==> src/common/decode_pkg.sv <==
// ==================================================
// Shared definitions for the instruction decode stage
// Holds the field widths, the opcode and function
// codes, the immediate-kind codes and the instruction
// word with its three field layouts. Modules take
// what they need by a wildcard import in the header.
// ==================================================

`default_nettype none

package decode_pkg;

	// ==================================================
	// Widths and scalar types
	// ==================================================

	localparam int INSTR_W = 36;
	localparam int REG_W   = 6;
	localparam int WORD_W  = 64;
	localparam int ADDR_W  = 32;

	typedef logic [REG_W-1:0]  reg_t;
	typedef logic [WORD_W-1:0] word_t;
	typedef logic [ADDR_W-1:0] addr_t;

	// ==================================================
	// Opcodes
	// ==================================================

	localparam logic [7:0] OP_BRK   = 8'h00;
	localparam logic [7:0] OP_R1    = 8'h01;
	localparam logic [7:0] OP_R2    = 8'h02;
	localparam logic [7:0] OP_R3    = 8'h03;
	localparam logic [7:0] OP_ADDI  = 8'h04;
	localparam logic [7:0] OP_ANDI  = 8'h08;
	localparam logic [7:0] OP_ORI   = 8'h09;
	localparam logic [7:0] OP_XORI  = 8'h0A;
	localparam logic [7:0] OP_SLTI  = 8'h0C;
	localparam logic [7:0] OP_SLTUI = 8'h0D;
	localparam logic [7:0] OP_NOP   = 8'h3F;
	localparam logic [7:0] OP_JAL   = 8'h40;
	localparam logic [7:0] OP_JALR  = 8'h41;

	// Conditional branches live in 8'h48 to 8'h4F
	localparam logic [7:0] OP_BEQ   = 8'h48;
	localparam logic [7:0] OP_BNE   = 8'h49;
	localparam logic [7:0] OP_BLT   = 8'h4A;
	localparam logic [7:0] OP_BGE   = 8'h4B;

	// Memory ops fill 8'h60 to 8'h7F, so the top three opcode bits mark them
	localparam logic [7:0] OP_LDX   = 8'h60;
	localparam logic [7:0] OP_STX   = 8'h70;

	// ==================================================
	// Function codes
	// ==================================================

	// Unary ops under OP_R1
	localparam logic [5:0] FN_ABS   = 6'h00;
	localparam logic [5:0] FN_NOT   = 6'h02;
	localparam logic [5:0] FN_CTLZ  = 6'h08;
	localparam logic [5:0] FN_CTPOP = 6'h09;

	// Binary ops under OP_R2
	localparam logic [5:0] FN_ADD   = 6'h04;
	localparam logic [5:0] FN_SUB   = 6'h05;
	localparam logic [5:0] FN_AND   = 6'h08;
	localparam logic [5:0] FN_OR    = 6'h09;
	localparam logic [5:0] FN_XOR   = 6'h0A;
	localparam logic [5:0] FN_SLL   = 6'h10;
	localparam logic [5:0] FN_SRL   = 6'h11;
	localparam logic [5:0] FN_SLLI  = 6'h18;
	localparam logic [5:0] FN_SRLI  = 6'h19;
	localparam logic [5:0] FN_SLT   = 6'h20;
	localparam logic [5:0] FN_SLTU  = 6'h21;
	localparam logic [5:0] FN_CMP   = 6'h24;

	// Three-operand ops under OP_R3
	localparam logic [5:0] FN_CHK   = 6'h2A;

	// ==================================================
	// Immediate kinds
	// ==================================================

	localparam logic [2:0] IMM_NONE   = 3'd0;
	localparam logic [2:0] IMM_SEXT16 = 3'd1;
	localparam logic [2:0] IMM_ZEXT16 = 3'd2;
	localparam logic [2:0] IMM_ONES16 = 3'd3;
	localparam logic [2:0] IMM_SHAMT  = 3'd4;
	localparam logic [2:0] IMM_BRDISP = 3'd5;

	// ==================================================
	// Instruction word
	// ==================================================

	// Opcode, ra and rb sit at the same bits in every layout
	typedef union packed {
		struct packed {
			logic [INSTR_W-33:0] spare;
			logic [5:0]          func;
			reg_t                rb;
			reg_t                ra;
			reg_t                rt;
			logic [7:0]          opcode;
		} r2;
		struct packed {
			logic [15:0] imm16;
			reg_t        ra;
			reg_t        rt;
			logic [7:0]  opcode;
		} ri;
		struct packed {
			logic [9:0] disphi;
			reg_t       rb;
			reg_t       ra;
			logic [5:0] displo;
			logic [7:0] opcode;
		} br;
	} instr_t;

endpackage

`default_nettype wire
==> src/verilog/decode_stage.sv <==
// ==================================================
// Decode stage top level
// Feeds one instruction per cycle through the opcode
// classifier and immediate extender into the decode
// buffer. Latency is one cycle and it never stalls.
// ==================================================

`timescale 1ns/1ps
`default_nettype none

module decode_stage
	import decode_pkg::*;
(
	input  logic   clk,
	input  logic   reset,
	input  logic   valid,
	input  instr_t instr,
	input  addr_t  ip,
	input  addr_t  predicted_ip,
	input  logic   predict_taken,
	output logic   dec_valid,
	output addr_t  dec_ip,
	output addr_t  dec_pip,
	output logic   dec_predict_taken,
	output reg_t   dec_ra,
	output reg_t   dec_rb,
	output reg_t   dec_rc,
	output reg_t   dec_rt,
	output logic   dec_rfwr,
	output logic   dec_need_rc,
	output logic   dec_branch,
	output logic   dec_mem_op,
	output logic   dec_unimpl,
	output word_t  dec_imm
);

	reg_t       ra;
	reg_t       rb;
	reg_t       rc;
	reg_t       rt;
	logic       rfwr;
	logic       need_rc;
	logic       branch;
	logic       mem_op;
	logic       unimpl;
	logic [2:0] imm_kind;
	word_t      imm;

	opcode_classifier u_classifier (
		.instr    (instr),
		.ra       (ra),
		.rb       (rb),
		.rc       (rc),
		.rt       (rt),
		.rfwr     (rfwr),
		.need_rc  (need_rc),
		.branch   (branch),
		.mem_op   (mem_op),
		.unimpl   (unimpl),
		.imm_kind (imm_kind)
	);

	immediate_extender u_extender (
		.instr    (instr),
		.imm_kind (imm_kind),
		.imm      (imm)
	);

	decode_buffer u_buffer (
		.clk               (clk),
		.reset             (reset),
		.valid             (valid),
		.ip                (ip),
		.predicted_ip      (predicted_ip),
		.predict_taken     (predict_taken),
		.ra                (ra),
		.rb                (rb),
		.rc                (rc),
		.rt                (rt),
		.rfwr              (rfwr),
		.need_rc           (need_rc),
		.branch            (branch),
		.mem_op            (mem_op),
		.unimpl            (unimpl),
		.imm               (imm),
		.dec_valid         (dec_valid),
		.dec_ip            (dec_ip),
		.dec_pip           (dec_pip),
		.dec_predict_taken (dec_predict_taken),
		.dec_ra            (dec_ra),
		.dec_rb            (dec_rb),
		.dec_rc            (dec_rc),
		.dec_rt            (dec_rt),
		.dec_rfwr          (dec_rfwr),
		.dec_need_rc       (dec_need_rc),
		.dec_branch        (dec_branch),
		.dec_mem_op        (dec_mem_op),
		.dec_unimpl        (dec_unimpl),
		.dec_imm           (dec_imm)
	);

endmodule

`default_nettype wire

==> src/verilog/decode_buffer.sv <==
// ==================================================
// Decode buffer, the output register of the stage
// Captures the decoded record once per cycle. The
// control flags are cleared on reset and whenever the
// incoming strobe is low; the payload just follows.
// ==================================================

`timescale 1ns/1ps
`default_nettype none

module decode_buffer
	import decode_pkg::*;
(
	input  logic  clk,
	input  logic  reset,
	input  logic  valid,
	input  addr_t ip,
	input  addr_t predicted_ip,
	input  logic  predict_taken,
	input  reg_t  ra,
	input  reg_t  rb,
	input  reg_t  rc,
	input  reg_t  rt,
	input  logic  rfwr,
	input  logic  need_rc,
	input  logic  branch,
	input  logic  mem_op,
	input  logic  unimpl,
	input  word_t imm,
	output logic  dec_valid,
	output addr_t dec_ip,
	output addr_t dec_pip,
	output logic  dec_predict_taken,
	output reg_t  dec_ra,
	output reg_t  dec_rb,
	output reg_t  dec_rc,
	output reg_t  dec_rt,
	output logic  dec_rfwr,
	output logic  dec_need_rc,
	output logic  dec_branch,
	output logic  dec_mem_op,
	output logic  dec_unimpl,
	output word_t dec_imm
);

	// ==================================================
	// Control flags
	// ==================================================

	always_ff @(posedge clk) begin
		if (reset) begin
			dec_valid   <= 1'b0;
			dec_rfwr    <= 1'b0;
			dec_need_rc <= 1'b0;
			dec_branch  <= 1'b0;
			dec_mem_op  <= 1'b0;
		end else begin
			dec_valid   <= valid;
			dec_rfwr    <= valid & rfwr;
			dec_need_rc <= valid & need_rc;
			dec_branch  <= valid & branch;
			dec_mem_op  <= valid & mem_op;
		end
	end

	// Payload is don't-care while dec_valid is low
	always_ff @(posedge clk) begin
		dec_ip            <= ip;
		dec_pip           <= predicted_ip;
		dec_predict_taken <= predict_taken;
		dec_ra            <= ra;
		dec_rb            <= rb;
		dec_rc            <= rc;
		dec_rt            <= rt;
		dec_unimpl        <= unimpl;
		dec_imm           <= imm;
	end

	// ==================================================
	// Record consistency
	// ==================================================

	// A register write is only ever granted to a decoded instruction
	a_write_is_impl: assert property (@(posedge clk) disable iff (reset)
		dec_valid && dec_rfwr |-> !dec_unimpl)
		else $error("decode_buffer: write flagged on unimplemented instruction");

	a_branch_not_mem: assert property (@(posedge clk) disable iff (reset)
		!(dec_branch && dec_mem_op))
		else $error("decode_buffer: branch and memory flags both set");

	// CHK uses the write port for reading Rc
	a_rc_no_write: assert property (@(posedge clk) disable iff (reset)
		dec_need_rc |-> !dec_rfwr)
		else $error("decode_buffer: need_rc together with rfwr");

endmodule

`default_nettype wire

==> src/decode/immediate_extender.sv <==
// ==================================================
// Immediate extender of the decode stage
// Combinational. Builds the 64-bit immediate from the
// instruction word in the form picked by the opcode
// classifier through imm_kind.
// ==================================================

`timescale 1ns/1ps
`default_nettype none

module immediate_extender
	import decode_pkg::*;
(
	input  instr_t     instr,
	input  logic [2:0] imm_kind,
	output word_t      imm
);

	logic [15:0] imm16;
	logic [15:0] disp16;

	assign imm16 = instr.ri.imm16;

	// Branch and store displacement is split around the rt slot
	assign disp16 = {instr.br.disphi, instr.br.displo};

	always_comb begin
		case (imm_kind)
		IMM_SEXT16: begin
			imm = {{(WORD_W-16){imm16[15]}}, imm16};
		end
		IMM_ZEXT16: begin
			imm = {{(WORD_W-16){1'b0}}, imm16};
		end
		// ANDI keeps the upper bits of the source untouched
		IMM_ONES16: begin
			imm = {{(WORD_W-16){1'b1}}, imm16};
		end
		IMM_SHAMT: begin
			imm = {{(WORD_W-REG_W){1'b0}}, instr.r2.rb};
		end
		IMM_BRDISP: begin
			imm = {{(WORD_W-16){disp16[15]}}, disp16};
		end
		default: begin
			imm = '0;
		end
		endcase
	end

endmodule

`default_nettype wire

==> src/decode/opcode_classifier.sv <==
// ==================================================
// Opcode classifier of the decode stage
// Purely combinational. Turns the opcode and function
// fields into register selects, control flags and the
// immediate kind used by the immediate extender.
// ==================================================

`timescale 1ns/1ps
`default_nettype none

module opcode_classifier
	import decode_pkg::*;
(
	input  instr_t     instr,
	output reg_t       ra,
	output reg_t       rb,
	output reg_t       rc,
	output reg_t       rt,
	output logic       rfwr,
	output logic       need_rc,
	output logic       branch,
	output logic       mem_op,
	output logic       unimpl,
	output logic [2:0] imm_kind
);

	reg_t rt_field;

	assign rt_field = instr.r2.rt;

	// Source selects are taken straight from the fields
	assign ra = instr.r2.ra;
	assign rb = instr.r2.rb;

	// The whole memory opcode block counts, listed or not
	assign mem_op = (instr.r2.opcode[7:5] == OP_LDX[7:5]);

	always_comb begin
		rc       = '0;
		rt       = '0;
		rfwr     = 1'b0;
		need_rc  = 1'b0;
		branch   = 1'b0;
		unimpl   = 1'b0;
		imm_kind = IMM_NONE;
		case (instr.r2.opcode)
		OP_BRK, OP_NOP: unimpl = 1'b1;
		OP_R1:
			case (instr.r2.func)
			FN_ABS, FN_NOT, FN_CTLZ, FN_CTPOP: begin
				rt   = rt_field;
				rfwr = 1'b1;
			end
			default: unimpl = 1'b1;
			endcase
		OP_R2:
			case (instr.r2.func)
			FN_ADD, FN_SUB, FN_AND, FN_OR, FN_XOR, FN_SLL, FN_SRL,
			FN_SLT, FN_SLTU, FN_CMP: begin
				rt   = rt_field;
				rfwr = 1'b1;
			end
			// Shift amount comes from the rb field
			FN_SLLI, FN_SRLI: begin
				rt       = rt_field;
				rfwr     = 1'b1;
				imm_kind = IMM_SHAMT;
			end
			default: unimpl = 1'b1;
			endcase
		OP_R3:
			case (instr.r2.func)
			// CHK reads its bound through the rt field and writes nothing
			FN_CHK: begin
				rc      = rt_field;
				need_rc = 1'b1;
			end
			default: unimpl = 1'b1;
			endcase
		OP_ADDI, OP_SLTI, OP_LDX: begin
			rt       = rt_field;
			rfwr     = 1'b1;
			imm_kind = IMM_SEXT16;
		end
		OP_ORI, OP_XORI, OP_SLTUI: begin
			rt       = rt_field;
			rfwr     = 1'b1;
			imm_kind = IMM_ZEXT16;
		end
		OP_ANDI: begin
			rt       = rt_field;
			rfwr     = 1'b1;
			imm_kind = IMM_ONES16;
		end
		// Only four link registers exist
		OP_JAL, OP_JALR: begin
			rt       = {{(REG_W-2){1'b0}}, rt_field[1:0]};
			rfwr     = 1'b1;
			imm_kind = IMM_SEXT16;
		end
		OP_BEQ, OP_BNE, OP_BLT, OP_BGE: begin
			branch   = 1'b1;
			imm_kind = IMM_BRDISP;
		end
		OP_STX: imm_kind = IMM_BRDISP;
		default: unimpl = 1'b1;
		endcase
	end

endmodule

`default_nettype wire

==> config.mk <==
export PLATFORM = sky130hd
export DESIGN_NAME = decode_stage
export DESIGN_NICKNAME = d
export VERILOG_FILES = /design/src/common/decode_pkg.sv /design/src/verilog/decode_stage.sv /design/src/verilog/decode_buffer.sv /design/src/decode/immediate_extender.sv /design/src/decode/opcode_classifier.sv
export SDC_FILE = /design/constraint.sdc
export NUM_CORES = 1
export LEC_CHECK = 0
export BUFFER_PORTS_ARGS = -buffer_cell sky130_fd_sc_hd__buf_2
export CORE_ASPECT_RATIO = 2
export CORE_MARGIN = 2
export CORE_UTILIZATION = 44
export CTS_CLUSTER_DIAMETER = 40
export DETAILED_ROUTE_END_ITERATION = 16
export PLACE_DENSITY = 0.8
export REMOVE_ABC_BUFFERS = 1
export SKIP_CTS_REPAIR_TIMING = 1
export SLEW_MARGIN = 5
export SYNTH_ARGS = -nofsm -noshare
export SYNTH_HDL_FRONTEND = slang
export SYNTH_HIERARCHICAL = 1
export SYNTH_SLANG_ARGS = --single-unit
==> constraint.sdc <==
create_clock -name clk -period 3.8 [get_ports clk]
set_input_delay 0.38 -clock clk [delete_from_list [all_inputs] [get_ports clk]]
set_output_delay 0.38 -clock clk [all_outputs]
set_load 0.01 [all_outputs]
# Yosys cells after proc, flatten, opt, wreduce, memory -nomap -nowiden
# Index checks and enable logic that the tools add are counted.
# W data, S select, Z words.
[classes] eq_ne=37 n_mux=16 bitwise_logic=4 n_reduce_logical=13
[ops] cell="$pmux W64 S5" count=1
[ops] cell="$eq A8 B7 Y1 const B" count=8
[ops] cell="$eq A8 B4 Y1 const B" count=5
[ops] cell="$eq A6 B5 Y1 const B" count=4
[ops] cell="$eq A6 B6 Y1 const B" count=4
[ops] cell="$pmux W6 S4" count=1
[ops] cell="$eq A6 B4 Y1 const B" count=3
[ops] cell="$eq A8 B2 Y1 const B" count=2
[ops] cell="$pmux W3 S5" count=1
[ops] cell="$reduce_or A14 Y1" count=1
[ops] cell="$eq A6 B3 Y1 const B" count=2
[ops] cell="$mux W6" count=2
[ops] cell="$reduce_or A12 Y1" count=1
[ops] cell="$reduce_or A5 Y1" count=2
[ops] cell="$eq A3 B2 Y1 const B" count=3
[ops] cell="$reduce_or A9 Y1" count=1
[ops] cell="$eq A8 B1 Y1 const B" count=1
[ops] cell="$eq A8 B3 Y1 const B" count=1
[ops] cell="$mux W1" count=8
[ops] cell="$reduce_or A4 Y1" count=2
[ops] cell="$reduce_or A7 Y1" count=1
[ops] cell="$eq A3 B3 Y1 const B" count=2
[ops] cell="$eq A6 B2 Y1 const B" count=1
[ops] cell="$logic_not A6 Y1" count=1
[ops] cell="other kinds (8)" count=12
[word_totals] ff_bits=159 out_inout_bits=159

# Logic depth before layout (Yosys ltp)
[depth] word_depth=6 ltp_mapped=10 mapped_depth_nobuf=7

# Hierarchy
# Netlist, hierarchy kept.
[by_module_without_submodules] module="decode_buffer" instances=1 cells_per_inst=164 area_each_um2=3224.3 seq_area_each_um2=3183.1
[by_module_without_submodules] module="immediate_extender" instances=1 cells_per_inst=85 area_each_um2=683.2 seq_area_each_um2=0.0
[by_module_without_submodules] module="opcode_classifier" instances=1 cells_per_inst=83 area_each_um2=614.3 seq_area_each_um2=0.0

# Worst setup path before layout
# OpenSTA, ideal clock, no wires.
[synth_path] path_kind="input-to-reg" from="in instr[1] (netlist bit)" to="reg u_buffer.dec_imm[17]" setup_ns=0.062 arrival_time_ns=2.928 t_required_ns=3.738 setup_slack_ns=0.810 stages=10 cell_sequence="clkbuf_1 -> nand4bb_1 -> nor3_1 -> a21oi_1 -> nand2_1 -> buf_2 -> nand2b_4 -> buf_6 -> a21boi_2 -> buf_4"
[synth_between] elab_chain_len=5
[synth_lines] element="start, declared" line="decode_stage.sv:17" source="input instr_t instr,"
[synth_lines] element="$eq A8 B7 Y1, or another cell as far along" line="opcode_classifier.sv:46" source="case (instr.r2.opcode)"
[synth_lines] element="$reduce_or A5 Y1 (no source line) or $reduce_or A3 Y1 (tied branches)"
[synth_lines] element="$pmux W3 S5 (*)" line="opcode_classifier.sv:46"
[synth_lines] element="via imm_kind[2]" line="decode_stage.sv:46" source="logic [2:0] imm_kind;"
[synth_lines] element="$eq A3 B3 Y1, or another cell as far along" line="immediate_extender.sv:28" source="case (imm_kind)"
[synth_lines] element="$pmux W64 S5 (*)" line="immediate_extender.sv:28"
[synth_lines] element="via imm[17]" line="decode_stage.sv:47" source="word_t imm;"
[synth_lines] element="end signal, assigned" line="decode_buffer.sv:76" source="dec_imm <= imm;"
[synth_lines] element="end, declared" line="decode_buffer.sv:43" source="output word_t dec_imm"
# Mark *: on every way through the listed nets, which the timed path passes. The rest lies on a longest branch.
# A chain may end at the register's enable or synchronous reset.

# Worst setup path in the final report
[layout_path] from="in instr[2] (netlist bit)" to="reg u_buffer.dec_imm[9]"
# The elaborated chain is that of the path after synthesis.

==> results_dict.tcl <==
set metrics [dict create \
    htree_levels 4 \
    num_vias 3089 \
    p_leak_uw 0.00303 \
    synth_area_per_cell_um2 13.6 \
    nFillCells 831 \
    end_kind "flop" \
    dr.pass1.iters 6 \
    synth_cell_types 39 \
    whs_ps 73.8 \
    fin_ws_ps 1410 \
    holdPathEnd "u_buffer/dec_pip[15]" \
    slew_headroom_pct 38.6 \
    clk_pin_slew_ps 60 \
    cts_buffer_depth 2 \
    max-vdd-ir-drop_mv 0.398 \
    crit_cells 7 \
    grt_max_degree 49 \
    cpLargestDelayFamily "compound AO/OA/AOI/OAI gates" \
    async_flop_share_pct 0 \
    io-pin-count 263 \
    rows 52 \
    finalWirelength_um 10600 \
    syn_to_final_growth_pct 34.6 \
    slowest_delay_ps 730 \
    slowest_stage "o41ai_2" \
    ys_seq_area_share_pct 70.4 \
    final_common_cell "buf_2" \
    grt_overflow 0 \
    numCtsBuffers 17 \
    grtUsageTotal_pct 18.9 \
    antenna_cells 0 \
    synthCells 332 \
    ant_nets 0 \
    drive_above_1_share_pct 56.3 \
    power_uw 3520 \
    cts_tree "yes" \
    setup_viol 0 \
    start_kind "primary input" \
    min_path_type "primary input to flop" \
    dp.final_hpwl_um 8400 \
    final_cell_mix "262 x buf_2, 159 x dfxtp_1, 17 x clkbuf_16, 13 x a21boi_2, 8 x o21ai_0" \
    synthesis.area_mm2 0.00452 \
    synthFlopType "dfxtp_1" \
    die_w_um 75.7 \
    rsz0062_at_grt "false" \
    finalCritPeriodShare_pct 62.9 \
    final_util_pct 60.4 \
    final_max_slew_viol_count 0 \
    grt_pass1_vias 3057 \
    gp_congestion 0.902 \
    worstHoldStart "predicted_ip[15]" \
    cp_cell_sequence "buf_2, nor2_1, a21oi_1, o22a_1, o41ai_2, nand2b_1, a21boi_2" \
    drtIter0Drc 51 \
    worstMarginPinSlew_ps 910 \
    fp.dieH_um 147 \
    hold_viol_final 0 \
    antenna_found_initial 0 \
    critPathBufInv 1 \
    status "finished, final reports clean" \
    finalCriticalPeriod_ps 2390 \
    min_delay_path_depth 1 \
    power.density_mw_per_mm2 577 \
    pre_cts_ws_ps 998 \
    vias_per_cell 4.44 \
    core_mm2 0.0101 \
    cp.required_ps 4130 \
    wire_per_inst_um 15.2 \
    critPathKind "primary input to flop" \
    drc 0 \
    grt_pass1_wl_um 15400 \
    clockRootBuffer "clkbuf_16" \
    worstPathArrival_ps 2720 \
    fmaxAchievable_ghz 0.418 \
    drv_cap 0 \
    yosys_warnings 6 \
    cts_sinks 159 \
    start_util_pct 44.8 \
    critPathMaxFanout 10 \
    port_buffers 262 \
    nNetsFinal 652 \
    fin_tns_setup_ps 0 \
    dieArea_mm2 0.0112 \
    synth_seq_cells 159 \
    synth-edff-count 0 \
]
==> Yosys cell counts, types with 5 or more instances <==
cell type / count / area share (%)
o22ai_1: 6 / 0.83
nand2_1: 7 / 0.58
nor3_1: 5 / 0.55
and2_1: 6 / 0.83
dfxtp_1: 159 / 70
o21ai_0: 8 / 0.89
a21boi_2: 13 / 3.2
nor2_1: 6 / 0.50
mux2i_1: 7 / 1.5
and3b_1: 6 / 1.2
nor2b_1: 7 / 0.97
buf_4: 60 / 10
==> routing by layer <==
metal  global-route usage, %  up-vias  wire length (um)
li1                        -     1484                 -
met1                    16.8     1434              3530
met2                    34.3      150              5990
met3                    6.31       21               719
met4                    11.2        0               343
met5                       0        -                 0
==> per-stage QoR <==
stage | cell area, um2 | cells
after floorplan | 4020 | 265
after global placement | 5520 | 664
after detailed placement | 5520 | 664
after CTS | 6090 | 696
after global routing | 6090 | 696
final | 6090 | 696
==> power by group <==
group / total (uW) / leakage [uW] / switching (uW) / internal [uW]
clock: 1570 / 0.000274 / 689 / 882
sequential: 1740 / 0.00131 / 13.8 / 1730
combinational: 205 / 0.00145 / 108 / 96.6
==> cells by family (layout without fill, tap and decap cells) <==
kind of cell | after synthesis | in the layout | synth area share (%)
mux | 7 | 7 | 1.55
buf+inv | 67 | 296 | 11.1
compound gates | 37 | 37 | 6.92
xor+xnor | 2 | 2 | 0.387
simple gates | 60 | 60 | 9.63
flops | 159 | 159 | 70.4
==> how the worst max path moves through the flow <==
stage,from,end
after floorplan,instr[2],u_buffer/dec_imm[16]
after global placement,instr[2],u_buffer/dec_imm[12]
after detailed placement,instr[2],u_buffer/dec_imm[9]
after CTS,instr[2],u_buffer/dec_imm[9]
after global routing,instr[2],u_buffer/dec_imm[9]
final,instr[2],u_buffer/dec_imm[9]
==> cell type report <==
| class | count | area, um2 | area share [%] |
|---|---|---|---|
| Clock buffer | 19 | 443 | 7.28 |
| Timing Repair Buffer | 264 | 1330 | 21.8 |
| Multi-Input combinational cell | 106 | 843 | 13.9 |
| Tap cell | 135 | 169 | 2.77 |
| Sequential cell | 159 | 3180 | 52.3 |
| Clock inverter | 13 | 123 | 2.01 |
==> sequential cells by signal, indices dropped and copies added (netlist names), 6 cells and up <==
register,count
u_buffer/dec_imm,64
u_buffer/dec_ra,6
u_buffer/dec_rb,6
u_buffer/dec_ip,32
u_buffer/dec_rc,6
u_buffer/dec_pip,32
u_buffer/dec_rt,6
Power figures use the tool's default switching activity.
